`src/include/bp_cfg.svh`:
```
`ifndef BP_CFG_SVH
`define BP_CFG_SVH

// ~~~~~~~~~~~~~~~~~~~~~~~~~~~~~~~~~~~~~~~~~~~~~~~~~~~~~~~~~~~~~~~~~~~~~~~~~
// fetch block geometry
// ~~~~~~~~~~~~~~~~~~~~~~~~~~~~~~~~~~~~~~~~~~~~~~~~~~~~~~~~~~~~~~~~~~~~~~~~~
`define BP_PLEN         32   // address width.
`define BP_SLOTS        2    // 4-byte slots per fetch block.

// ~~~~~~~~~~~~~~~~~~~~~~~~~~~~~~~~~~~~~~~~~~~~~~~~~~~~~~~~~~~~~~~~~~~~~~~~~
// predictor tables
// ~~~~~~~~~~~~~~~~~~~~~~~~~~~~~~~~~~~~~~~~~~~~~~~~~~~~~~~~~~~~~~~~~~~~~~~~~
`define BP_BTB_ENTRIES  64   // direct mapped.
`define BP_BHT_ENTRIES  128  // 2-bit counters.
`define BP_RAS_DEPTH    8
`define BP_CREDITS      4    // fetch queue entries.

// fold the upper pc bits into the index when set.
`define BP_BTB_HASH     1
`define BP_BHT_HASH     1

`endif
```
`src/bp_fetch_pkg.sv`:
```
`include "bp_cfg.svh"

package bp_fetch_pkg;

  localparam int unsigned SLOT_W = (`BP_SLOTS > 1) ? $clog2(`BP_SLOTS) : 1;

  typedef struct packed {
    logic [`BP_PLEN-1:0] pc;  // fetch block address.
  } fetch_req_t;

  // per-slot view of the target buffer.
  typedef struct packed {
    logic                hit;
    logic                taken;
    logic                is_call;
    logic                is_ret;
    logic [`BP_PLEN-1:0] target;   // stored target, not yet ras substituted.
  } slot_lookup_t;

  typedef struct packed {
    logic                valid;    // some slot predicted taken.
    logic [SLOT_W-1:0]   slot;
    logic [`BP_PLEN-1:0] slot_pc;
    logic [`BP_PLEN-1:0] target;
    logic [`BP_PLEN-1:0] npc;
    logic                is_call;
    logic                is_ret;
  } prediction_t;

endpackage : bp_fetch_pkg

```
`src/next_pc_select.sv`:
```
`timescale 1ns/1ns
`include "bp_cfg.svh"

module next_pc_select (
  input  logic                                        clk_i,
  input  logic                                        rst_i,
  input  logic                                        req_valid_i,
  input  bp_fetch_pkg::fetch_req_t                    req_i,
  output logic                                        req_ready_o,
  input  bp_fetch_pkg::slot_lookup_t [`BP_SLOTS-1:0]  slots_i,
  input  logic [`BP_PLEN-1:0]                         spec_top_i,
  input  logic                                        spec_has_entry_i,
  input  logic                                        flush_i,
  input  logic                                        credit_return_i,
  output logic                                        pred_valid_o,
  output bp_fetch_pkg::prediction_t                   pred_o,
  output logic                                        spec_push_o,
  output logic                                        spec_pop_o,
  output logic [`BP_PLEN-1:0]                         spec_ret_addr_o
);

  localparam int unsigned CNT_W = $clog2(`BP_CREDITS + 1);

  logic [CNT_W-1:0]          credit_q;
  logic                      accept;
  logic                      pred_valid_q;
  bp_fetch_pkg::prediction_t pred_d, pred_q;

  assign req_ready_o = (credit_q != '0);
  assign accept      = req_valid_i && req_ready_o;

  // lowest taken slot wins.
  always_comb begin
    pred_d         = '0;
    pred_d.slot_pc = req_i.pc;
    pred_d.npc     = req_i.pc + `BP_PLEN'(4 * `BP_SLOTS);
    for (int s = `BP_SLOTS - 1; s >= 0; s--) begin
      if (slots_i[s].taken) begin
        pred_d.valid   = 1'b1;
        pred_d.slot    = bp_fetch_pkg::SLOT_W'(s);
        pred_d.slot_pc = req_i.pc + `BP_PLEN'(4 * s);
        pred_d.is_call = slots_i[s].is_call;
        pred_d.is_ret  = slots_i[s].is_ret;
        pred_d.target  = (slots_i[s].is_ret && spec_has_entry_i) ? spec_top_i
                                                                 : slots_i[s].target;
        pred_d.npc     = pred_d.target;
      end
    end
  end

  always_ff @(posedge clk_i or posedge rst_i) begin
    if (rst_i) begin
      credit_q     <= CNT_W'(`BP_CREDITS);
      pred_valid_q <= 1'b0;
    end else begin
      credit_q     <= credit_q - CNT_W'(accept) + CNT_W'(credit_return_i);
      pred_valid_q <= accept;
    end
  end

  always_ff @(posedge clk_i) begin
    if (accept) begin
      pred_q <= pred_d;
    end
  end

  assign pred_valid_o    = pred_valid_q;
  assign pred_o          = pred_q;
  assign spec_push_o     = pred_valid_q && pred_q.valid && pred_q.is_call && !flush_i;
  assign spec_pop_o      = pred_valid_q && pred_q.valid && pred_q.is_ret && !flush_i;
  assign spec_ret_addr_o = pred_q.slot_pc + `BP_PLEN'(4);

  credit_bound_a : assert property (@(posedge clk_i) disable iff (rst_i)
    credit_q <= CNT_W'(`BP_CREDITS))
    else $error("credit count above fetch queue size");

endmodule : next_pc_select

```
`config.mk`:
```
export PLATFORM = sky130hd
export DESIGN_NAME = next_pc_select
export DESIGN_NICKNAME = d
export VERILOG_FILES = /design/src/bp_fetch_pkg.sv /design/src/next_pc_select.sv
export VERILOG_INCLUDE_DIRS = /design/src /design/src/include
export SDC_FILE = /design/constraint.sdc
export NUM_CORES = 1
export LEC_CHECK = 0
export CELL_PAD_IN_SITES_DETAIL_PLACEMENT = 0
export CELL_PAD_IN_SITES_GLOBAL_PLACEMENT = 1
export CORE_UTILIZATION = 44
export CTS_CLUSTER_DIAMETER = 60
export DETAILED_ROUTE_END_ITERATION = 10
export DONT_BUFFER_PORTS = 1
export GPL_TIMING_DRIVEN = 0
export PLACE_DENSITY_LB_ADDON = 0.1
export SLEW_MARGIN = 30
export SYNTH_ARGS = -nofsm -noshare
export SYNTH_HDL_FRONTEND = slang
export SYNTH_SLANG_ARGS = --single-unit
```
`constraint.sdc`:
```
create_clock -name clk_i -period 4.2 [get_ports clk_i]
set_clock_uncertainty 0.2 [all_clocks]
set_input_delay 0.21 -clock clk_i [delete_from_list [all_inputs] [get_ports clk_i]]
set_output_delay 0.21 -clock clk_i [all_outputs]
set_load 0.05 [all_outputs]
```
==> results.toml <==
[layout]
final_util_pct = 52.9
syn2layout_area_growth_pct = 16.4
n_antenna_cell = 0
final_layout_size_suffix_gt1_share_pct = 11.2
fin_area_sq_um = 7090
fin_nets = 712
fillCellCount = 1201

[timing]
setup_tns_ps = 0
holdWs_ps = 7.07
fmax_ghz = 0.265
worst_pin_slew_ps = 999
hold_viol = 0
setup_viol = 0
fin_crit_sh_pct = 89.7
post-route-min-period_ps = 3770
finalMaxSlewViolations = 0
slew_headroom_pct = 33.2
rsz0062_at_grt = "false"

[clock_tree]
h-tree-depth = 3
clock_sinks = 104
cts_buffers = 9
clock-root-buffer = "clkbuf_16"
worstSkewPairLatency_ps = 340
clockBufferDepth = 2
cts_tree = "done"
clkTransAtPathRegs_ps = 70

[setup_path]
r2r-end = "credit_q[1]"
endpoint_kind = "output pin"
critPathLaunch = "pred_o[68]"
critPathBufInv = 1
critical-path-max-stage-delay_ps = 800
cp-start-kind = "flip-flop"
crit_end = "spec_ret_addr_o[22]"
cp_top_family = "simple AND/OR/NAND/NOR gates"
r2r_start = "credit_q[2]"
cp.required_ps = 3790
cp.depth = 7
cp_cell_sequence = "ha_1, nand3_2, or4_4, or2_1, buf_6, nor3_4, xor2_1"
path_max_fanout = 5
reg2reg_slack_ps = 1390
slowest_stage = "xor2_1"
crit_arrival_ps = 3360
crit_type = "reg2out"
ff2ff_path_depth = 8

[grt]
grt_pass1_vias = 4305
grt.total_usage_pct = 22.3
grt_first_pass_wirelength_um = 24200
grt_antenna_before_repair = 0
grt_max_degree = 40
overflow = 0

[logic_synthesis]
yosys.area.top_type = "edfxtp_1"
synth_edf_count = 100
avgSynthCellArea_sq_um = 11.7
yosys-top-cells-count = "edfxtp_1, mux2i_1, xnor2_1, nand2_1, o22ai_1"
synth.most_common_cell = "edfxtp_1"
yosys-top-cells-area = "edfxtp_1, mux2i_1, xnor2_1, xor2_1, a21o_1"
ys_seq_area_share_pct = 50.9
synth-warning-count = 0
synth_top_area_share_pct = 49.3
synth_seq_cells = 104
syn_area_sq_um = 6100
synth.distinct_cells = 43
netlist_instances = 520
synth_fp_nets = 668
ys.flop_type = "edfxtp_1"
postSynth.asyncResetShare_pct = 3.85

[flow_run]
drv_cap = 0

[placed_design]
place.gp.congestion = 0.808
hpwlAfterDp_um = 12100
placed_area_sq_um = 6490
portBuffers = 0

[floorplan]
die-width_um = 120
fp.dieArea_sq_um = 14300
die_h_um = 120
ios = 278
rows = 42
initial_core_util_pct = 45.5
core_region_area_sq_um = 13400

[routing]
final_antenna_net_count = 0
drt-pass1-iter-count = 4
via_per_inst = 5.70
wl_per_cell_um = 21.3
vias = 4249
drc = 0
routed_wl_um = 15900
drt-initial-drc-count = 230

[pwr]
p_total_uw = 3660
peakVddDrop_v = 0.000272
clock_power_share_pct = 22.7
power_switching_uw = 1570
p_leak_uw = 0.00297
p_comb_share_pct = 19.1
internal_power_uw = 2090
p_seq_share_pct = 58.2
switching_share_pct = 42.9
powerDensity_nw_per_um2 = 516

[hold_path]
hold_path.class = "in2reg"

[outcome]
status = "completed"
flip-flops by register name (all words and copies together) (netlist names):
name,flops
pred_o,100
pred_valid_o,1
credit_q,3
power groups by stage:
stage               combinational, uW  sequential (uW)  clock, uW
finish                            698             2130        832
global route                      756             2150        892
CTS                               702             2140        850
detailed placement                669             2150          0
global placement                  620             2160          0
floorplan                         546             2100          0
layout make-up:
class,instances,area (sq um),area share (%)
buffer,30,146,2.06
clock buffer,10,229,3.23
clock inverter,6,67.6,0.953
inverter,13,48.8,0.688
multi-input combinational,373,2930,41.3
sequential,104,3100,43.8
tap,176,220,3.10
timing repair buffer,33,350,4.94
cells by family after synthesis:
group,Yosys count,share of synthesized area [%]
AND/OR/NAND/NOR,151,14.1
buffers and inverters,43,3.20
flip-flops,104,50.9
AO/OA/AOI/OAI,66,7.51
multiplexers,64,10.5
XOR/XNOR,86,12.4
adder cells (fa/ha/maj),6,1.35
how the worst min path moves through the flow:
stage | startpoint | slack (ps) | end | cells past startpoint
finish | req_i[19] | 7 | pred_o[21] | 2
global route | req_i[19] | 10 | pred_o[21] | 2
CTS | req_i[22] | 2 | pred_o[24] | 2
detailed placement | rst_i | -200 | pred_valid_o | 1
global placement | rst_i | -210 | pred_valid_o | 1
floorplan | rst_i | -220 | credit_q[0] | 1
layout by cell type, fill, tap and decap left out, drive strengths merged, types with 5 or more instances in the layout:
| cell type | instances |
|---|---|
| ha | 5 |
| xnor2 | 58 |
| and4 | 6 |
| buf | 17 |
| xor2 | 28 |
| nand4 | 18 |
| o22ai | 32 |
| nand2 | 40 |
| nor2 | 24 |
| and3 | 12 |
| nor4 | 6 |
| inv | 14 |
| a21o | 31 |
| dlygate4sd3 | 31 |
| nand3 | 29 |
| edfxtp | 100 |
| nor3 | 6 |
| mux2i | 64 |
| clkbuf | 25 |
layer usage:
layer,part of all wire [%],vias to the layer above,GRT usage [%]
li1,-,2010,-
met1,42,2005,28.4
met2,48,207,37.1
met3,7.2,27,5.23
met4,2.3,0,7.58
met5,0,-,0
metrics by stage:
step,setup WS (ps),cells
floorplan,427,520
global placement,-57.4,696
detailed placement,752,698
CTS,376,745
global route,101,745
finish,432,745
repair_timing:
| item | CTS | global route |
|---|---|---|
| hold buffers | 31 | 0 |
| hold endpoints to repair | 41 | 0 |
| gates resized for setup | 0 | 0 |
| buffers inserted | 0 | 0 |
Note: power is estimated with default switching activity, not from simulation.
